`config.mk`:
```
export PLATFORM = sky130hd
export DESIGN_NAME = board_specific_top
export DESIGN_NICKNAME = d
export VERILOG_FILES = /design/src/logic/board_pkg.sv /design/src/logic/panel_if.sv /design/src/logic/inmp441_mic_i2s_receiver.sv /design/src/logic/mic_monitor.sv /design/src/logic/tm1638_board_controller.sv /design/src/logic/board_specific_top.sv
export VERILOG_INCLUDE_DIRS = /design/src /design/src/logic
export SDC_FILE = /design/constraint.sdc
export NUM_CORES = 1
export LEC_CHECK = 0
export BUFFER_PORTS_ARGS = -buffer_cell sky130_fd_sc_hd__buf_2
export CAP_MARGIN = 10
export CORE_UTILIZATION = 45
export CTS_CLUSTER_DIAMETER = 200
export DETAILED_ROUTE_END_ITERATION = 10
export PLACE_DENSITY = 0.64
export SETUP_SLACK_MARGIN = 0.1
export SYNTH_ARGS = -nofsm -noshare
export SYNTH_HDL_FRONTEND = slang
export SYNTH_SLANG_ARGS = --single-unit
export TNS_END_PERCENT = 30
```
`constraint.sdc`:
```
create_clock -name clk -period 4.9 [get_ports clk]
set_input_delay 0.98 -clock clk [delete_from_list [all_inputs] [get_ports clk]]
set_output_delay 0.98 -clock clk [all_outputs]
set_load 0.01 [all_outputs]
```
`src/logic/board_cfg.svh`:
```
`ifndef BOARD_CFG_SVH
`define BOARD_CFG_SVH

// System clock, MHz.
`define CLK_MHZ     25

// Panel widths are fixed by the TM1638 LED & KEY board.
`define W_TM_DIGIT  8
`define W_TM_LED    8
`define W_TM_KEY    8

// INMP441 sample width.
`define W_MIC       24

// Panel bus, clk cycles per sio_clk half period (about 3 MHz at 25 MHz).
`define SIO_HALF    4

// I2S, clk cycles per sck half period.
`define SCK_HALF    2

`endif

```
`src/logic/board_pkg.sv`:
```
`include "board_cfg.svh"

package board_pkg;

    // Segment byte, bit 7 is segment a, bit 0 the decimal point.
    typedef logic [7:0] seg_t;

    // One-hot digit select, digit 0 is the leftmost.
    typedef logic [`W_TM_DIGIT - 1:0] digit_sel_t;

    typedef logic [`W_TM_LED - 1:0] led_t;    // 1 means lit.
    typedef logic [`W_TM_KEY - 1:0] key_t;    // 1 means held.

    // Two's-complement microphone sample.
    typedef logic signed [`W_MIC - 1:0] mic_sample_t;

endpackage

```
`src/logic/panel_if.sv`:
```
`timescale 1ns/1ps

interface panel_if;

    board_pkg::seg_t       abcdefgh;  // Segments of the selected digit.
    board_pkg::digit_sel_t digit;
    board_pkg::led_t       led;
    board_pkg::key_t       keys;

    // Application side.
    modport app
    (
        output abcdefgh,
        output digit,
        output led,
        input  keys
    );

    // Panel controller side.
    modport ctrl
    (
        input  abcdefgh,
        input  digit,
        input  led,
        output keys
    );

endinterface

```
`src/logic/inmp441_mic_i2s_receiver.sv`:
```
`timescale 1ns/1ps
`include "board_cfg.svh"

module inmp441_mic_i2s_receiver
(
    input  logic                   clk,
    input  logic                   rst_n,
    input  logic                   sd,
    output logic                   sck,
    output logic                   ws,
    output board_pkg::mic_sample_t value
);

    localparam int unsigned        div_w    = $clog2(`SCK_HALF);
    localparam logic [div_w - 1:0] div_last = div_w'(`SCK_HALF - 1);

    logic [div_w - 1:0]     div_cnt;
    logic                   sck_edge;
    logic                   sck_rise;
    logic                   sck_fall;
    logic [5:0]             bit_cnt;  // 32 sck periods per channel.
    board_pkg::mic_sample_t shift;
    logic                   load;

    assign sck_edge = (div_cnt == div_last);
    assign sck_rise = sck_edge && !sck;
    assign sck_fall = sck_edge && sck;

    // Low half of the count is the left channel.
    assign ws = bit_cnt[5];

    always_ff @(posedge clk)
        if (!rst_n)
        begin
            div_cnt <= '0;
            sck     <= 1'b0;
        end
        else if (sck_edge)
        begin
            div_cnt <= '0;
            sck     <= !sck;
        end
        else
        begin
            div_cnt <= div_cnt + 1'b1;
        end

    // Advances on the falling edge, so ws changes there too.
    always_ff @(posedge clk)
        if (!rst_n)
            bit_cnt <= '0;
        else if (sck_fall)
            bit_cnt <= bit_cnt + 1'b1;

    // Rising edge 1 is the I2S delay slot, MSB arrives on edge 2.
    always_ff @(posedge clk)
        if (sck_rise && bit_cnt >= 6'd1 && bit_cnt <= 6'd24)
            shift <= {shift[`W_MIC - 2:0], sd};

    always_ff @(posedge clk)
        if (!rst_n)
        begin
            load  <= 1'b0;
            value <= '0;
        end
        else
        begin
            load <= sck_rise && (bit_cnt == 6'd24);  // LSB just shifted in.
            if (load)
                value <= shift;
        end

endmodule

```
`src/logic/mic_monitor.sv`:
```
`timescale 1ns/1ps

module mic_monitor
(
    input  logic                   clk,
    input  logic                   rst_n,
    input  logic [4:0]             sw,
    input  board_pkg::mic_sample_t mic,
    panel_if.app                   panel
);

    logic [2:0] idx;  // Digit being refreshed.
    logic [3:0] nibble;
    logic [7:0] sw_ext;

    // Hex font, abcdefgh order with the point off.
    function automatic board_pkg::seg_t hex_font(input logic [3:0] h);
        case (h)
            4'h0:    return 8'b1111_1100;
            4'h1:    return 8'b0110_0000;
            4'h2:    return 8'b1101_1010;
            4'h3:    return 8'b1111_0010;
            4'h4:    return 8'b0110_0110;
            4'h5:    return 8'b1011_0110;
            4'h6:    return 8'b1011_1110;
            4'h7:    return 8'b1110_0000;
            4'h8:    return 8'b1111_1110;
            4'h9:    return 8'b1111_0110;
            4'hA:    return 8'b1110_1110;
            4'hB:    return 8'b0011_1110;  // Lower case b.
            4'hC:    return 8'b1001_1100;
            4'hD:    return 8'b0111_1010;  // Lower case d.
            4'hE:    return 8'b1001_1110;
            default: return 8'b1000_1110;
        endcase
    endfunction

    assign sw_ext = {3'b000, sw};

    // Six sample digits, then two switch digits.
    always_comb
        case (idx)
            3'd0:    nibble = mic[23:20];
            3'd1:    nibble = mic[19:16];
            3'd2:    nibble = mic[15:12];
            3'd3:    nibble = mic[11:8];
            3'd4:    nibble = mic[7:4];
            3'd5:    nibble = mic[3:0];
            3'd6:    nibble = sw_ext[7:4];
            default: nibble = sw_ext[3:0];
        endcase

    always_ff @(posedge clk)
        if (!rst_n)
        begin
            idx            <= '0;
            panel.digit    <= '0;
            panel.abcdefgh <= '0;
            panel.led      <= '0;
        end
        else
        begin
            idx            <= idx + 1'b1;
            panel.digit    <= board_pkg::digit_sel_t'(1) << idx;
            panel.abcdefgh <= hex_font(nibble);
            panel.led      <= panel.keys;  // LED i lit while key i held.
        end

endmodule

```
`src/logic/tm1638_board_controller.sv`:
```
`timescale 1ns/1ps
`include "board_cfg.svh"

module tm1638_board_controller
(
    input  logic  clk,
    input  logic  rst_n,
    panel_if.ctrl panel,
    input  logic  sio_data_in,
    output logic  sio_clk,
    output logic  sio_stb,
    output logic  sio_data_out,
    output logic  sio_data_oe
);

    localparam int unsigned        div_w    = $clog2(`SIO_HALF);
    localparam logic [div_w - 1:0] div_last = div_w'(`SIO_HALF - 1);

    // Which command of the refresh loop is on the bus.
    typedef enum logic [2:0]
    {
        st_write_cmd,
        st_addr,
        st_data,
        st_disp_on,
        st_key_cmd,
        st_key_read
    } state_t;

    // Position inside one strobed command, one step per half period.
    typedef enum logic [2:0]
    {
        ph_gap,
        ph_start,
        ph_low,
        ph_high,
        ph_end
    } phase_t;

    state_t               state;
    phase_t               phase;
    logic [div_w - 1:0]   div_cnt;
    logic                 tick;
    logic [2:0]           bit_cnt;
    logic [3:0]           byte_cnt;
    logic [7:0]           tx_byte;
    logic [7:0]           rx_byte;
    logic [7:0]           key_bytes [4];
    logic                 read_done;
    logic                 snap;
    board_pkg::seg_t      seg_live  [`W_TM_DIGIT];
    board_pkg::seg_t      seg_frame [`W_TM_DIGIT];
    board_pkg::led_t      led_frame;
    board_pkg::key_t      keys_next;
    logic [7:0]           cmd_byte;
    logic [3:0]           next_idx;
    logic [7:0]           next_data;

    // Panel wants segment a in bit 0.
    function automatic logic [7:0] rev8(input logic [7:0] b);
        logic [7:0] r;
        for (int i = 0; i < 8; i++)
            r[i] = b[7 - i];
        return r;
    endfunction

    assign tick         = (div_cnt == div_last);
    assign sio_data_out = tx_byte[0];  // LSB first.
    assign snap         = tick && (phase == ph_gap) && (state == st_addr);

    always_ff @(posedge clk)
        if (!rst_n)
            div_cnt <= '0;
        else if (tick)
            div_cnt <= '0;
        else
            div_cnt <= div_cnt + 1'b1;

    // Catch each digit as the application strobes past it.
    always_ff @(posedge clk)
        if (!rst_n)
        begin
            for (int i = 0; i < `W_TM_DIGIT; i++)
                seg_live[i] <= '0;
        end
        else
        begin
            for (int i = 0; i < `W_TM_DIGIT; i++)
                if (panel.digit[i])
                    seg_live[i] <= panel.abcdefgh;
        end

    always_comb
        case (state)
            st_write_cmd: cmd_byte = 8'h40;  // Write, auto-increment.
            st_addr:      cmd_byte = 8'hC0;  // Start at address 0.
            st_disp_on:   cmd_byte = 8'h8F;  // Display on, full brightness.
            default:      cmd_byte = 8'h42;  // Read keys.
        endcase

    // Even addresses hold segments, odd ones the LED.
    assign next_idx  = (state == st_data) ? byte_cnt + 4'd1 : 4'd0;
    assign next_data = next_idx[0] ? {7'b0, led_frame[next_idx[3:1]]}
                                   : rev8(seg_frame[next_idx[3:1]]);

    // Key byte j carries key j in bit 0 and key j+4 in bit 4.
    always_comb
        for (int j = 0; j < 4; j++)
        begin
            keys_next[j]     = key_bytes[j][0];
            keys_next[j + 4] = key_bytes[j][4];
        end

    always_ff @(posedge clk)
    begin
        if (snap)
        begin
            seg_frame <= seg_live;
            led_frame <= panel.led;
        end

        if (tick && phase == ph_low && state == st_key_read)
            rx_byte <= {sio_data_in, rx_byte[7:1]};  // Sampled at the rising edge.

        if (tick && phase == ph_high && state == st_key_read && bit_cnt == 3'd7)
            key_bytes[byte_cnt[1:0]] <= rx_byte;
    end

    always_ff @(posedge clk)
        if (!rst_n)
        begin
            state       <= st_write_cmd;
            phase       <= ph_gap;
            sio_clk     <= 1'b1;
            sio_stb     <= 1'b1;
            sio_data_oe <= 1'b0;
            tx_byte     <= 8'hFF;
            bit_cnt     <= '0;
            byte_cnt    <= '0;
            read_done   <= 1'b0;
            panel.keys  <= '0;
        end
        else if (tick)
        begin
            case (phase)
                ph_gap:
                begin
                    sio_stb     <= 1'b0;  // Frame the next command.
                    sio_data_oe <= 1'b1;
                    tx_byte     <= cmd_byte;
                    bit_cnt     <= '0;
                    phase       <= ph_start;
                end
                ph_start:
                begin
                    sio_clk <= 1'b0;
                    phase   <= ph_low;
                end
                ph_low:
                begin
                    sio_clk <= 1'b1;
                    phase   <= ph_high;
                end
                ph_high:
                    if (bit_cnt != 3'd7)
                    begin
                        bit_cnt <= bit_cnt + 1'b1;
                        tx_byte <= {1'b1, tx_byte[7:1]};
                        sio_clk <= 1'b0;
                        phase   <= ph_low;
                    end
                    else
                    begin
                        bit_cnt <= '0;
                        case (state)
                            st_addr:
                            begin
                                state    <= st_data;
                                byte_cnt <= '0;
                                tx_byte  <= next_data;
                                sio_clk  <= 1'b0;
                                phase    <= ph_low;
                            end
                            st_data:
                                if (byte_cnt == 4'd15)
                                begin
                                    state <= st_disp_on;
                                    phase <= ph_end;
                                end
                                else
                                begin
                                    byte_cnt <= byte_cnt + 1'b1;
                                    tx_byte  <= next_data;
                                    sio_clk  <= 1'b0;
                                    phase    <= ph_low;
                                end
                            st_key_cmd:
                            begin
                                // Release the data line for the chip.
                                state       <= st_key_read;
                                byte_cnt    <= '0;
                                sio_data_oe <= 1'b0;
                                sio_clk     <= 1'b0;
                                phase       <= ph_low;
                            end
                            st_key_read:
                                if (byte_cnt == 4'd3)
                                begin
                                    state     <= st_write_cmd;
                                    read_done <= 1'b1;
                                    phase     <= ph_end;
                                end
                                else
                                begin
                                    byte_cnt <= byte_cnt + 1'b1;
                                    sio_clk  <= 1'b0;
                                    phase    <= ph_low;
                                end
                            st_write_cmd:
                            begin
                                state <= st_addr;
                                phase <= ph_end;
                            end
                            default:
                            begin
                                state <= st_key_cmd;
                                phase <= ph_end;
                            end
                        endcase
                    end
                ph_end:
                begin
                    sio_stb     <= 1'b1;
                    sio_data_oe <= 1'b0;
                    phase       <= ph_gap;
                    if (read_done)
                    begin
                        panel.keys <= keys_next;  // Together with the strobe rise.
                        read_done  <= 1'b0;
                    end
                end
                default:
                    phase <= ph_gap;
            endcase
        end

endmodule

```
`src/logic/board_specific_top.sv`:
```
`timescale 1ns/1ps

module board_specific_top
(
    input  logic       clk,
    input  logic       rst_n,
    input  logic [4:0] sw,
    input  logic       sio_data_in,
    input  logic       mic_sd,
    output logic       sio_clk,
    output logic       sio_stb,
    output logic       sio_data_out,
    output logic       sio_data_oe,
    output logic       mic_sck,
    output logic       mic_ws,
    output logic       mic_lr
);

    board_pkg::mic_sample_t mic;

    panel_if panel ();

    assign mic_lr = 1'b0;  // Select the left channel.

    inmp441_mic_i2s_receiver i_microphone
    (
        .clk   ( clk     ),
        .rst_n ( rst_n   ),
        .sd    ( mic_sd  ),
        .sck   ( mic_sck ),
        .ws    ( mic_ws  ),
        .value ( mic     )
    );

    mic_monitor i_monitor
    (
        .clk   ( clk   ),
        .rst_n ( rst_n ),
        .sw    ( sw    ),
        .mic   ( mic   ),
        .panel ( panel )
    );

    // Panel refresh runs on its own, sampling the latest digits.
    tm1638_board_controller i_tm1638
    (
        .clk          ( clk          ),
        .rst_n        ( rst_n        ),
        .panel        ( panel        ),
        .sio_data_in  ( sio_data_in  ),
        .sio_clk      ( sio_clk      ),
        .sio_stb      ( sio_stb      ),
        .sio_data_out ( sio_data_out ),
        .sio_data_oe  ( sio_data_oe  )
    );

endmodule

```
# Word-level counts from Yosys, hierarchy flattened
# Memory sizes are Yosys's and may differ from the RTL's. A register that Yosys moved wholly into a read port is not among the register bits.
# Index checks and enable logic that the tools add are counted.
# op_classes
addsub	6
magnitude_cmp	4
n_eq_ne	33
shift	1
mux	41
bitwise_logic	3
n_reduce_logical	39
# ops
operator	n
8-bit two-way mux	5
8-bit one-hot mux with 2 select lines	2
4-bit one-hot mux with 7 select lines	1
8-bit binary-select mux with 3-bit select	1
8-bit one-hot mux with 3 select lines	1
3-bit equality test, second input constant	7
3-bit by 2-bit equality test with 1-bit output, second input constant	6
3-bit two-way mux	6
3-bit one-hot mux with 5 select lines	1
5-bit AND reduction	3
2-bit != test, second input constant	7
1-bit logical AND	12
4-bit two-way mux	3
3-bit one-hot mux with 4 select lines	1
4-bit one-hot mux with 3 select lines	1
1-bit two-way mux	11
3-bit by 1-bit equality test with 1-bit output, second input constant	3
3-bit zero test	3
1-bit one-hot mux with 3 select lines	3
3-bit one-hot mux with 3 select lines	1
3-bit nonzero test	3
4-bit != test, second input constant	2
4-bit AND reduction	2
1-bit by 3-bit left shift with 8-bit output, first input constant	1
28 further kinds	41
# word_totals
reg_bits	255
ram_bits	32
romBits	112
inputBits	9
out_inout_bits	7
elab_cells	167
n_memories	2
# mem_list
name	depth	width	rd	rd_clocked_by_memory_dff	wr	line_no	rtl
(no name shown)	16	7	1	1	0	mic_monitor.sv:18	case (h)
i_tm1638.key_bytes	4	8	4	4	1	tm1638_board_controller.sv:48	logic [7:0] key_bytes [4];

# Depth between registers and ports, before layout
# Gate-level depths: netlist of run 1.
# depth
depth_word	11
ltp_mapped	13
ltp_nobuf	11

# Hierarchy
# A second synthesis of run 1 with hierarchy kept.
# unflattened
hier_cells	900
area_unflattened_um2	10969.3
# modules_own_cells
mod	instances	cells_per_inst	area_each_um2	seq_area_each_um2
tm1638_board_controller	1	619	7638.6	4624.4
inmp441_mic_i2s_receiver	1	149	2057.0	1381.3
mic_monitor	1	130	1262.5	520.5
board_specific_top	1	2	11.3	0.0

# Worst setup path before layout of run 1
# Ideal clock, no wire load.
# synth_path
path_kind	register -> register
startpoint	reg i_monitor.idx[2]
endpoint	reg i_monitor.panel.abcdefgh[4]
t_arrival_ns	2.827
required_ns	4.821
path_slack_ns	1.995
path_stages_with_launch	13
path_buffers	3
period_less_slack_ns	2.905
path_cell_list	dfxtp_1 > buf_6 > buf_2 > inv_1 > ha_1 > or4_1 > buf_2 > o2bb2ai_2 > inv_1 > ha_1 > a2111oi_0 > mux2i_1 > o211ai_1
# synth_between
elab_chain_cells	2
word_cells_on_any_way	8
cone_classes	6 x eq/ne; 1 x mux; 1 x reduce/logical
# synth_rtl
item	line_no	rtl
start: declaration	mic_monitor.sv:12	logic [2:0] idx;
start signal: assignment	mic_monitor.sv:63	idx <= idx + 1'b1;
3-bit equality test, or another cell as far along	mic_monitor.sv:42	case (idx)
4-bit one-hot mux with 7 select lines (*)	mic_monitor.sv:42	
end: declaration	panel_if.sv:13	output abcdefgh,
# Mark *: on every way between the ends. The rest lies on a longest branch, timed or not.
# A chain may end at the register's enable or synchronous reset.

# Final worst setup path of run 1
# Same ends and word-level chain as after synthesis.

==> impl.org, run 1 <==
** Status
- Outcome :: complete, but fails checks
- The final reports fail on design-rule violations.

** Setup path
- For this run, the slowest stage of the critical path takes between 0.6 and 0.7 ns.
- CP Max Fanout :: 15
- For the worst flop-to-flop path, the logic depth is 9.
- CP delay by family, top :: compound AO/OA/AOI/OAI gates
- STA classifies the critical path startpoint as a register.
- In this run the register-to-register setup slack is 1.39 ns.
- Data required time of the critical path :: 5.34 ns
- The slowest stage of the critical path is the sky130_fd_sc_hd__or4_1 cell.
- The critical path runs through a total of 9 cells.
- Traced cell by cell, the critical path runs through inv_1, ha_1, or4_1, o2bb2ai_2, inv_1, ha_1, a2111oi_0, mux2i_1, o211ai_1.
- Worst path bufs/invs :: 2
- Class of the most critical setup path :: register to register
- STA classifies the critical path endpoint as a register.
- At the worst endpoint, the arrival time is 3.95 ns.

** Layout
- Relative to the synthesized area, the layout overhead comes to 10.9%.
- The number of antenna diodes in the final layout is 0.
- Fraction of layout instances using a drive strength above 1 :: 10.7%
- Counting the fill cells in the layout gives between 1500 and 2000.
- The count of cells in the finished layout, fillers not included, comes to 1143.
- Layout Nets :: 874

** Die
- Die area :: 0.0231 mm²
- Row count :: between 50 and 60
- In this run the horizontal extent of the chip is around 150 µm.
- Core ar. :: 0.0220 mm²
- For this configuration, the core starts out at a cell density of 46.1%.
- Top-level I/O count :: 16
- Die H :: 152 µm

** Timing
- Measured slew at the worst slew-check pin :: 0.888 ns
- On the final layout, the worst hold slack is 0.397 ns.
- In this run the tightest slew margin relative to its limit is 40.5%.
- On the final layout, the worst clock skew is 0.00936 ns.
- In the finished design, the share of the clock period the worst path needs comes to 71.6%.
- In the final timing run, aggregate negative setup slack is 0 ns.
- Max Clock Freq :: 285 MHz
- Setup repair after global routing left no endpoint under its margin.
- Setup violations remaining at the end of the flow were counted as 0.
- Post-layout minimum cycle time :: 3.51 ns
- Number of hold violations in the final report :: 0
- The total count of max-transition violations in the final report was 0.

** Synth
- Share of the synthesized area in the top cell type :: 30.8%
- Top cells by area, synth :: sky130_fd_sc_hd__edfxtp_1, sky130_fd_sc_hd__dfxtp_1, sky130_fd_sc_hd__mux2i_1
- Most frequent cell after synthesis :: sky130_fd_sc_hd__dfxtp_1
- During synthesis, Yosys emitted a total of 0 warnings.
- Top_reg_cell synth :: sky130_fd_sc_hd__dfxtp_1
- Number of distinct standard cells referenced by the synthesized netlist :: 72
- Yosys mapped a number of flops with a built-in enable equal to 104.
- Synthesis handed over a netlist of ~850 instances.
- Library cell occupying the most area in the post-synthesis netlist :: sky130_fd_sc_hd__edfxtp_1
- Portion of the post-synthesis area used by sequential elements :: 60.5%
- When the netlist entered floorplanning its net count stood at 883.
- Cell area after synthesis :: slightly above 0.01 mm²
- Share of flip-flops with an asynchronous set or reset :: 0%
- By count the netlist is led by sky130_fd_sc_hd__dfxtp_1, sky130_fd_sc_hd__nor2_1, sky130_fd_sc_hd__edfxtp_1, sky130_fd_sc_hd__mux2i_1, sky130_fd_sc_hd__clkbuf_1.
- Total of flip-flops plus latches after synthesis :: approximately 250
- Each instance of the synthesized netlist takes up on average about 12 µm².

** Clock tree
- Post-CTS timing repair inserted 0 buffers for setup.
- After clock tree synthesis, the flow added hold-fix buffers numbering 0.
- Clock tree synthesis selected as its root buffer the cell sky130_fd_sc_hd__clkbuf_16.
- Htree depth :: 1
- Worst-skew pair later-pin latency :: 0.52 ns
- The clock passes through at most 3 buffers.
- Clock tree synthesis found a total of 254 sinks.
- CTS tree :: yes
- Number of buffers added by the clock tree synthesis step :: 26
- Clock transition at the registers of the reported paths :: 0.07 ns
- Number of gates resized after cts :: 0

** Routing
- For this block, the via count after detailed routing is 6229.
- Initial DRC Count :: 324
- Once detail routing completed, the nets flagged for antenna violations numbered 0.
- After detailed routing, the number of remaining DRC violations is 4.
- The first detailed-routing pass took 8 iterations.
- Overall routed net length :: 19300 µm
- Via-per-instance ratio :: between 5 and 6
- After detailed routing, the average wire length per cell comes to 16.9 µm.

** Global routing
- Maximum number of pins on one net before global-route repair :: between 70 and 80
- Total Routing Usage GR :: 16.9%
- Number of global-route vias before repair :: a little under 6000
- The first global-routing pass estimated ~32000 µm of wire.
- The initial antenna violation count is 0.
- GR Overflow Total :: 0

** Placed design
- Number of placed instances with taps included :: 1095
- Number of I/O port buffers :: 14
- Post-DP HPWL :: approximately 12000 µm
- Routability congestion estimate from global placement :: around 0.8

** Pwr
- Across the VDD grid, the largest voltage drop is 295 µV.
- Total power of the final layout :: 4.46 mW
- Leakage power summed over all cells :: 3.93 nW
- Pwr Density :: 397 mW/mm²

** Job
- Max-cap violations in this run came to 0.

** Hold path
- Worst hold path stage count :: 0
- In this run the worst hold path is classified as register to register.
[cell usage in the layout (no fill, tap or decap), types with 4 or more instances in the layout]
cell / count
sky130_fd_sc_hd__dfxtp_1: 150
sky130_fd_sc_hd__nor2_1: 125
sky130_fd_sc_hd__edfxtp_1: 104
sky130_fd_sc_hd__mux2i_1: 97
sky130_fd_sc_hd__a21oi_1: 27
sky130_fd_sc_hd__clkbuf_16: 27
sky130_fd_sc_hd__nand2_1: 26
sky130_fd_sc_hd__ha_1: 22
sky130_fd_sc_hd__o21ai_0: 20
sky130_fd_sc_hd__and2_1: 18
sky130_fd_sc_hd__inv_1: 16
sky130_fd_sc_hd__nand3_1: 14
sky130_fd_sc_hd__buf_2: 14
sky130_fd_sc_hd__nor3_1: 13
sky130_fd_sc_hd__clkbuf_1: 11
sky130_fd_sc_hd__nor2b_1: 9
sky130_fd_sc_hd__and3_1: 9
sky130_fd_sc_hd__a31oi_1: 9
sky130_fd_sc_hd__buf_4: 9
sky130_fd_sc_hd__mux2_2: 8
sky130_fd_sc_hd__nand4_1: 6
sky130_fd_sc_hd__o211ai_1: 6
sky130_fd_sc_hd__nor3b_1: 5
sky130_fd_sc_hd__xnor2_1: 5
sky130_fd_sc_hd__a22oi_1: 5
sky130_fd_sc_hd__mux4_2: 5
sky130_fd_sc_hd__a32oi_1: 4
sky130_fd_sc_hd__a211oi_1: 4
[sequential cells by signal (all words and copies together) (netlist names), 3 cells and up, named ones only]
| name | flops |
|---|---|
| i_tm1638.panel.keys | 8 |
| i_monitor.panel.abcdefgh | 7 |
| i_monitor.idx | 3 |
| i_tm1638.seg_live | 56 |
| i_tm1638.led_frame | 8 |
| i_microphone.shift | 24 |
| i_microphone.value | 24 |
| i_microphone.bit_cnt | 6 |
| i_tm1638.phase | 3 |
| i_monitor.panel.digit | 8 |
| i_tm1638.seg_frame | 56 |
| i_tm1638.tx_byte | 8 |
| i_tm1638.key_bytes | 8 |
| i_monitor.panel.led | 8 |
| i_tm1638.rx_byte | 8 |
| i_tm1638.bit_cnt | 3 |
| i_tm1638.byte_cnt | 4 |
[cells by family after synthesis]
family / after synthesis / synth area share (%)
AOI/OAI and AO/OA: 119 / 8.26
xor gates and xnor gates: 9 / 0.778
adders and majority gates: 22 / 2.72
buffers and inverters: 78 / 3.35
DFF: 254 / 60.5
muxes: 112 / 11.9
other: 1 / 0.0370
and+or+nand+nor: 257 / 12.5
[where the power goes]
| group | leakage (nW) | internal, mW | switching [mW] |
|---|---|---|---|
| clock network | 0.407 | 1.19 | 0.783 |
| logic | 1.36 | 0.0803 | 0.114 |
| registers | 2.16 | 2.24 | 0.0628 |
[area by class of cell]
class | count | area (µm²) | area share, %
well taps | 280 | 350 | 3.12
inverters | 17 | 65.1 | 0.579
clock buffers | 39 | 731 | 6.50
repair buffers | 24 | 158 | 1.40
multi-input cells | 520 | 3680 | 32.7
clock inverters | 9 | 126 | 1.12
flip-flops and latches | 254 | 6130 | 54.5
[worst reg2reg max path: cells and delay by family (launching register included)]
family	cells	cell delay, ns
flip-flops	1	0.67
AO/OA/AOI/OAI	3	0.99
buffers and inverters	2	0.35
AND/OR/NAND/NOR	1	0.69
adder cells (fa/ha/maj)	2	0.60
multiplexers	1	0.13
[routing by layer]
metal	vias up	GRT usage (%)	wire, µm
met4	0	5.15	406
met5	-	0	0
met1	3025	23.7	9380
li1	3045	-	-
met2	125	27.2	8810
met3	34	2.62	696
[final timing paths]
kind                     startpoint                          end
max                i_monitor.idx[2]  i_monitor.panel.abcdefgh[4]
min          i_monitor.panel.led[4]        i_tm1638.led_frame[4]
max reg2reg        i_monitor.idx[2]  i_monitor.panel.abcdefgh[4]
min reg2reg  i_monitor.panel.led[4]        i_tm1638.led_frame[4]
[through the flow]
step	util, %	instance area [µm²]	setup WS (ns)
after floorplan	-	10100	1.99
after global placement	47.3	10400	1.52
after detailed placement	47.3	10400	1.45
after CTS	51.2	11200	1.43
after global routing	51.2	11200	1.15
final	51.2	11200	1.39
Note: power is estimated with default switching activity, not from simulation.
==> inputs of run 2 (changes only) <==
==> constraint.sdc (replaced) <==
create_clock -name clk -period 3.51 [get_ports clk]
set_input_delay 0.702 -clock clk [delete_from_list [all_inputs] [get_ports clk]]
set_output_delay 0.702 -clock clk [all_outputs]
set_load 0.01 [all_outputs]
==> run 2 against run 1 <==
Against the previous run: via count fell by 0.13%; highest routed layer unchanged; global-route usage is 0.35 points higher; total power grew 49%; the flow still finishes with violations (design-rule violations); die area did not move; register-to-register slack worse by 0.80 ns; combinational power is 46% higher.
==> impl.org, run 2 (synthesis results as in run 1) <==
** Routing
- Via-per-instance ratio :: between 5 and 6
- The detailed router placed 6221 vias in this run.
- Overall routed net length :: approximately 20000 µm
- Initial DRC Count :: 380
- In this run the remaining antenna-violating nets after routing total 0.
- Dividing the detail-routed wire length by the instance count gives 17.1 µm.
- After detailed routing, the number of remaining DRC violations is 4.
- The first detailed-routing pass ran for 8 iterations.

** Die
- Measured along the x axis, the die boundary spans around 150 µm.
- Once the floorplan was initialized, standard cells occupied 46.1% of the core.
- Row count :: between 50 and 60
- 16 I/O pins were placed.
- Measured along the y axis, the die boundary spans 152 µm.
- Core ar. :: 0.0220 mm²
- Die area :: 0.0231 mm²

** Timing
- Setup violations remaining at the end of the flow were counted as 0.
- For the pin with the worst max-slew slack, the measured transition is 0.792 ns.
- For the final routed database, the setup TNS stands at 0 ns.
- Relative max-transition margin :: 46.8%
- Timing would allow up to between 300 and 400 MHz.
- Hold WS :: 0.336 ns
- Number of hold violations in the final report :: 0
- Final period utilization :: 83.1%
- Final Slew Violations :: 0
- Post-layout minimum cycle time :: 2.92 ns
- Setup repair after global routing left no endpoint under its margin.
- Worst-case clock skew :: 0.0192 ns

** Clock tree
- Htree depth :: 1
- The number of hold buffers added after CTS was 0.
- TritonCTS created 27 clock buffers.
- Buffers inserted by post-CTS timing repair :: 0
- Clock root cell :: sky130_fd_sc_hd__clkbuf_16
- Post-CTS repair changed the size of 0 cells.
- Clock transition at the registers of the reported paths :: approximately 0.07 ns
- No sink is reached through more buffers than the 3 on the longest clock path.
- TritonCTS built the clock tree.
- Number of sinks on the clock net :: 254
- Worst-skew pair later-pin latency :: between 0.5 and 0.6 ns

** Global routing
- Global-route wire length before repair :: 32200 µm
- Number of global-route vias before repair :: 5988
- Summed over all layers, the global routing overflow is 0.
- Total Routing Usage GR :: 17.3%
- Number of antenna violations at the first check in global routing :: 0
- Maximum number of pins on one net before global-route repair :: 73

** Placed design
- Number of I/O port buffers :: 14
- The wire-length estimate of the detail-placed layout is 12500 µm.
- At the end of routability-driven placement, the weighted congestion stood at between 0.8 and 0.9.

** Pwr
- Portion of total power attributed to the clock network :: between 40% and 50%
- Power spread over the standard cell area amounts to 581 mW/mm².
- For this design the total switching power over the nets is 1.42 mW.
- Summed over all cells, the static leakage comes to 4.07 nW.
- In this run, the combinational gates consume roughly 4.3% of the power.
- Worst-case vdd ir drop :: 434 µV
- Net switching is 21.3% of the power.
- Summing internal, switching and leakage power gives roughly 6.7 mW.
- The internal power of the cells totals 5.25 mW.
- Sequential cells burn roughly half of the power.

** Setup path
- Class of the most critical setup path :: register to register
- At the worst endpoint, the required time is 3.98 ns.
- Kind of capture point of the worst setup path :: register
- Critical Path Source Type :: register
- Of all nets on the critical path, the largest fanout is 12.
- Worst setup path startpoint :: i_monitor.idx[0]
- Data arrival at the endpoint of the critical path :: 3.39 ns
- Worst r2r src :: i_monitor.idx[0]

** Status
- The flow ran to the end, but the final reports show violations.
- The final reports fail on design-rule violations.

** Layout
- The repair_antennas step left the layout with diodes totalling 0.
- Fraction of layout instances using a drive strength above 1 :: 12.7%
- Commonest cells after routing, fill and taps aside :: sky130_fd_sc_hd__dfxtp_1, sky130_fd_sc_hd__nor2_1, sky130_fd_sc_hd__edfxtp_1
- The area growth from synthesis to layout is 13.3%.
- Utilization of the core after routing :: a little over half
- The largest registers in the layout are i_tm1638.seg_frame x56, i_tm1638.seg_live x56.
- Number of fillers in the final layout :: between 1500 and 2000
- The library cell used most frequently in the layout, excluding fill and tap cells, is sky130_fd_sc_hd__dfxtp_1.
- At the end of the flow, the number of nets in the layout was 881.

** Hold path
- Launch point of the worst hold path :: sio_data_in
- The worst hold path belongs to the class primary input to register.

** Job
- Max-cap violations in this run came to 0.
[run 2: cell types whose count changed in the layout (fill, tap and decap cells not counted), moves of 2 or more]
cell	delta
sky130_fd_sc_hd__clkinv_2	+3
sky130_fd_sc_hd__clkbuf_1	-10
sky130_fd_sc_hd__clkinvlp_4	-2
sky130_fd_sc_hd__bufinv_16	+3
sky130_fd_sc_hd__clkbuf_8	+6
sky130_fd_sc_hd__buf_4	+4
sky130_fd_sc_hd__buf_12	+2
[run 2: worst paths after layout]
check / depth (start not counted) / slack [ns] / to
worst max-delay path: 10 / 0.59 / i_monitor.panel.abcdefgh[4]
worst min-delay path: 1 / 0.34 / i_tm1638.rx_byte[7]
worst max register to register: 10 / 0.59 / i_monitor.panel.abcdefgh[4]
worst min register to register: 0 / 0.40 / i_tm1638.led_frame[0]
[run 2: stage by stage]
| stage | std cells | worst slack, ns | area [µm²] |
|---|---|---|---|
| finish | 1151 | 0.594 | 11500 |
| global route | 1151 | 0.323 | 11500 |
| CTS | 1151 | 0.592 | 11500 |
| detailed placement | 1101 | 0.611 | 10400 |
| global placement | 1101 | 0.678 | 10400 |
| floorplan | 852 | 0.605 | 10100 |
[run 2: critical path, stage by stage (launching register included)]
cell and delay, ns:
sky130_fd_sc_hd__dfxtp_1 0.33, sky130_fd_sc_hd__ha_1 0.24, sky130_fd_sc_hd__ha_1 0.26, sky130_fd_sc_hd__or4_1 0.70
sky130_fd_sc_hd__o2bb2ai_2 0.19, sky130_fd_sc_hd__buf_4 0.20, sky130_fd_sc_hd__inv_1 0.08, sky130_fd_sc_hd__ha_1 0.26
sky130_fd_sc_hd__a2111oi_0 0.37, sky130_fd_sc_hd__mux2i_1 0.13, sky130_fd_sc_hd__o211ai_1 0.09
[run 2: routing by layer]
metal / track usage, % / up-vias / share of wire [%]
met5: 0 / - / 0
met4: 4.71 / 0 / 1.7
met1: 24.2 / 3024 / 48
met2: 28.0 / 114 / 46
met3: 2.57 / 24 / 4.2
li1: - / 3059 / -
[run 2: final cells by class]
class	count	area (µm²)	area share [%]
multi-input combinational	520	3680	32.1
timing repair buffer	30	228	1.98
tap	280	350	3.05
inverter	17	65.1	0.567
sequential	254	6130	53.4
clock buffer	35	776	6.76
clock inverter	15	250	2.18
[run 2: power groups by stage]
stage                     sequential, mW  clock (mW)  combinational, mW
after detailed placement            3.28           0              0.284
after floorplan                     3.21           0              0.266
after global placement              3.27           0              0.280
after CTS                           3.21        3.24              0.285
final                               3.21        3.17              0.284
after global routing                3.22        3.36              0.314
==> inputs of run 3 (changes only) <==
--- a/config.mk
+++ b/config.mk
@@ -11,7 +11,7 @@
 export CORE_UTILIZATION = 45
 export CTS_CLUSTER_DIAMETER = 200
 export DETAILED_ROUTE_END_ITERATION = 10
-export PLACE_DENSITY = 0.64
+export PLACE_DENSITY = 0.67
 export SETUP_SLACK_MARGIN = 0.1
 export SYNTH_ARGS = -nofsm -noshare
 export SYNTH_HDL_FRONTEND = slang
==> constraint.sdc (replaced) <==
create_clock -name clk -period 2.6 [get_ports clk]
set_input_delay 0.52 -clock clk [delete_from_list [all_inputs] [get_ports clk]]
set_output_delay 0.52 -clock clk [all_outputs]
set_load 0.01 [all_outputs]
==> run 3 against run 2 <==
Against the previous run: the run still ends with design-rule violations left; clock power is 16% higher; hold slack worse by 0.17 ns; first-iteration DRC count is 4.7% lower; sequential power is 35% higher; critical path depth is 2 lower; final area is 0.21% higher; utilization is 0.11 points higher; via count is 0.85% higher; global-route usage is 0.48 points higher; routed wire length is 1.1% higher.
==> impl.org, run 3 (synthesis results as in run 1) <==
** Status
- The checks that failed: design-rule violations.
- Outcome :: complete, but fails checks

** Setup path
- Among all stages on the critical path, the largest delay is contributed by sky130_fd_sc_hd__or4_4.
- CP Max Fanout :: 6
- Class of the most critical setup path :: register to register
- In this run the critical register-to-register path is captured at i_monitor.panel.abcdefgh[6].
- Kind of capture point of the worst setup path :: register
- For the worst flop-to-flop path, the logic depth is 8.
- The critical path ends at i_monitor.panel.abcdefgh[6].
- In this run the critical register-to-register path is launched from i_monitor.idx[0].
- Register-to-register setup slack :: 0.15 ns
- Series of cell instances along the critical path :: ha_1, ha_4, or4_4, buf_4, nor2_4, a21oi_1, mux2_4, a221oi_2
- Data required time of the critical path :: between 3 and 4 ns
- On the worst path, the slowest cell contributes a delay of 0.51 ns.
- Worst setup path startpoint :: i_monitor.idx[0]
- Data arrival at the endpoint of the critical path :: 2.87 ns
- Critical Path Source Type :: register

** Layout
- Leaving out fill and tap cells, the most frequent cell in the layout is sky130_fd_sc_hd__dfxtp_1.
- After routing the design area is 0.0115 mm².
- Counting the fill cells in the layout gives 1859.
- 0 antenna diodes ended up in the layout.
- Largest regs :: i_tm1638.seg_frame x56, i_tm1638.seg_live x56
- In the layout the commonest cells are sky130_fd_sc_hd__dfxtp_1, sky130_fd_sc_hd__nor2_1, sky130_fd_sc_hd__edfxtp_1.
- Across the whole layout, storage elements account for 0.00613 mm².
- Cells with a size suffix above 1 make up 14.9% of the layout.
- In the final layout, the multi-input gates occupy 0.00375 mm².
- Utilization of the core after routing :: 52.4%
- At the end of the flow, the number of nets in the layout was 899.
- The area growth from synthesis to layout is 13.5%.

** Placed design
- Post-DP HPWL :: roughly 13000 µm
- Routability congestion estimate from global placement :: 0.844
- In this run the cell area measured after placement is ~0.011 mm².
- Buffers placed on the I/O ports in this run total 14.

** Hold path
- Tightest Hold Check Type :: primary input to register
- Worst hold path stage count :: 1

** Pwr
- Combinational logic burns under 10% of the power.
- In this run switching power makes up 22.2% of total power.
- Per report_power, the clock group accounts for approximately 44% of the total.
- VDD sags by at most 464 µV.
- After layout, the design draws a total of 8.44 mW.
- Reported net switching power :: 1.87 mW
- Registers are responsible for 51.4% of the overall power.
- The analysis attributes to cell leakage a power of 4.06 nW.
- P_int :: roughly 6.6 mW
- Dividing total power by cell area gives a power density of between 700 and 800 mW/mm².

** Timing
- Hold WS :: 0.171 ns
- The total count of hold-check failures in the final report came to 0.
- Max Clock Freq :: 408 MHz
- The clock arrives with 0.00870 ns of skew.
- Final period utilization :: between 90% and 100%
- Final Slew Violations :: 0
- Post-layout minimum cycle time :: between 2 and 2.5 ns
- # setup viols final :: 0
- For the pin with the worst max-slew slack, the measured transition is 0.579 ns.
- Setup repair after global routing missed its margin :: yes
- Relative max-transition margin :: between 60 and 70%

** Global routing
- GR Overflow Total :: 0
- Number of global-route vias before repair :: 6217
- Number of antenna violations at the first check in global routing :: 0
- Global-route wire length before repair :: 33000 µm
- Maximum number of pins on one net before global-route repair :: 70
- In the global route stage, overall resource usage came out at 17.8%.

** Clock tree
- Largest buffer count on any clock path :: 3
- TritonCTS built the clock tree.
- Number of buffers added by the clock tree synthesis step :: 26
- Clock root cell :: sky130_fd_sc_hd__clkbuf_16
- Htree depth :: 1
- Clock-pin slew was measured on the worst setup and hold paths at 0.06 ns.
- Number of sinks on the clock net :: 254
- Worst-skew pair later-pin latency :: roughly 0.53 ns

** Die
- The region available for standard cell placement spans 0.0220 mm².
- Row count :: between 50 and 60
- Die H :: 152 µm
- Die area :: 0.0231 mm²
- Die W :: between 150 and 200 µm
- Once the floorplan was initialized, standard cells occupied 46.1% of the core.
- 16 I/O pins were placed.

** Routing
- The first routing iteration left 362 violations.
- The routed layout has 6274 vias.
- The pre-antenna-repair detailed-routing pass consisted of 8 iterations.
- Overall routed net length :: 20000 µm
- Routed length per instance :: 17.1 µm
- Via-per-instance ratio :: around 5.4
- In this run the remaining antenna-violating nets after routing total 0.
- Total DRC errors in the routed layout :: 5

** Job
- The tool flagged a number of max-cap violations equal to 0.
==> run 3: cell count changes in the layout (fill, tap and decap cells not counted), sizes merged <==
cell	change
bufinv	-4
clkbuf	+1
inv	-1
clkinvlp	+4
buf	+19
clkinv	-3
==> run 3: worst min-delay path by stage <==
stage | from | slack, ns | end
after floorplan | i_monitor.panel.led[0] | 0.39 | i_tm1638.led_frame[0]
after global placement | i_monitor.panel.led[0] | 0.39 | i_tm1638.led_frame[0]
after detailed placement | i_monitor.panel.led[1] | 0.39 | i_tm1638.led_frame[1]
after CTS | mic_sd | 0.15 | i_microphone.shift[0]
after global routing | mic_sd | 0.16 | i_microphone.shift[0]
final | sio_data_in | 0.17 | i_tm1638.rx_byte[7]
==> run 3: worst max-delay path, delay by kind of cell, from the launching register on <==
family                     cells  cell delay [ns]
muxes                          1             0.32
and+or+nand+nor                2             0.66
DFF                            1             0.34
adders and majority gates      2             0.48
AOI/OAI and AO/OA              2             0.37
buffers and inverters          1             0.19
==> run 3: layout make-up <==
| cell class | count | share of cell area, % |
|---|---|---|
| clock buffer | 36 | 6.35 |
| clock inverter | 11 | 1.03 |
| inverter | 17 | 0.566 |
| multi-input combinational | 520 | 32.6 |
| sequential | 254 | 53.3 |
| tap | 280 | 3.05 |
| timing repair buffer | 49 | 3.11 |
==> run 3: routing by layer <==
metal	global-route usage [%]	wire, µm	share of wire [%]	vias up
met3	2.57	716	3.6	38
li1	-	-	-	3104
met4	5.98	486	2.4	0
met2	29.1	9310	47	114
met1	24.2	9440	47	3018
met5	0	0	0	-
==> run 3: power groups by stage <==
stage / Sequential, mW / Clock, mW / Combinational [mW]
floorplan: 4.33 / 0 / 0.363
global placement: 4.42 / 0 / 0.393
detailed placement: 4.42 / 0 / 0.397
CTS: 4.33 / 3.76 / 0.399
global route: 4.34 / 3.91 / 0.471
finish: 4.33 / 3.68 / 0.425
==> run 3: what timing repair did <==
action,CTS,global route
setup endpoints to repair,2,6
buffers inserted,0,1
pin swaps,0,1
gates resized for setup,1,13
hold buffers,0,0
==> run 3: through the flow <==
step / cells / setup slack (ns) / setup TNS (ns)
6_report: 1167 / 0.148 / 0
5_1_grt: 1167 / 0.0136 / 0
4_1_cts: 1166 / 0.0796 / 0
3_5_place_dp: 1119 / 0.0549 / 0
3_3_place_gp: 1119 / 0.132 / 0
2_1_floorplan: 852 / -0.177 / -0.226
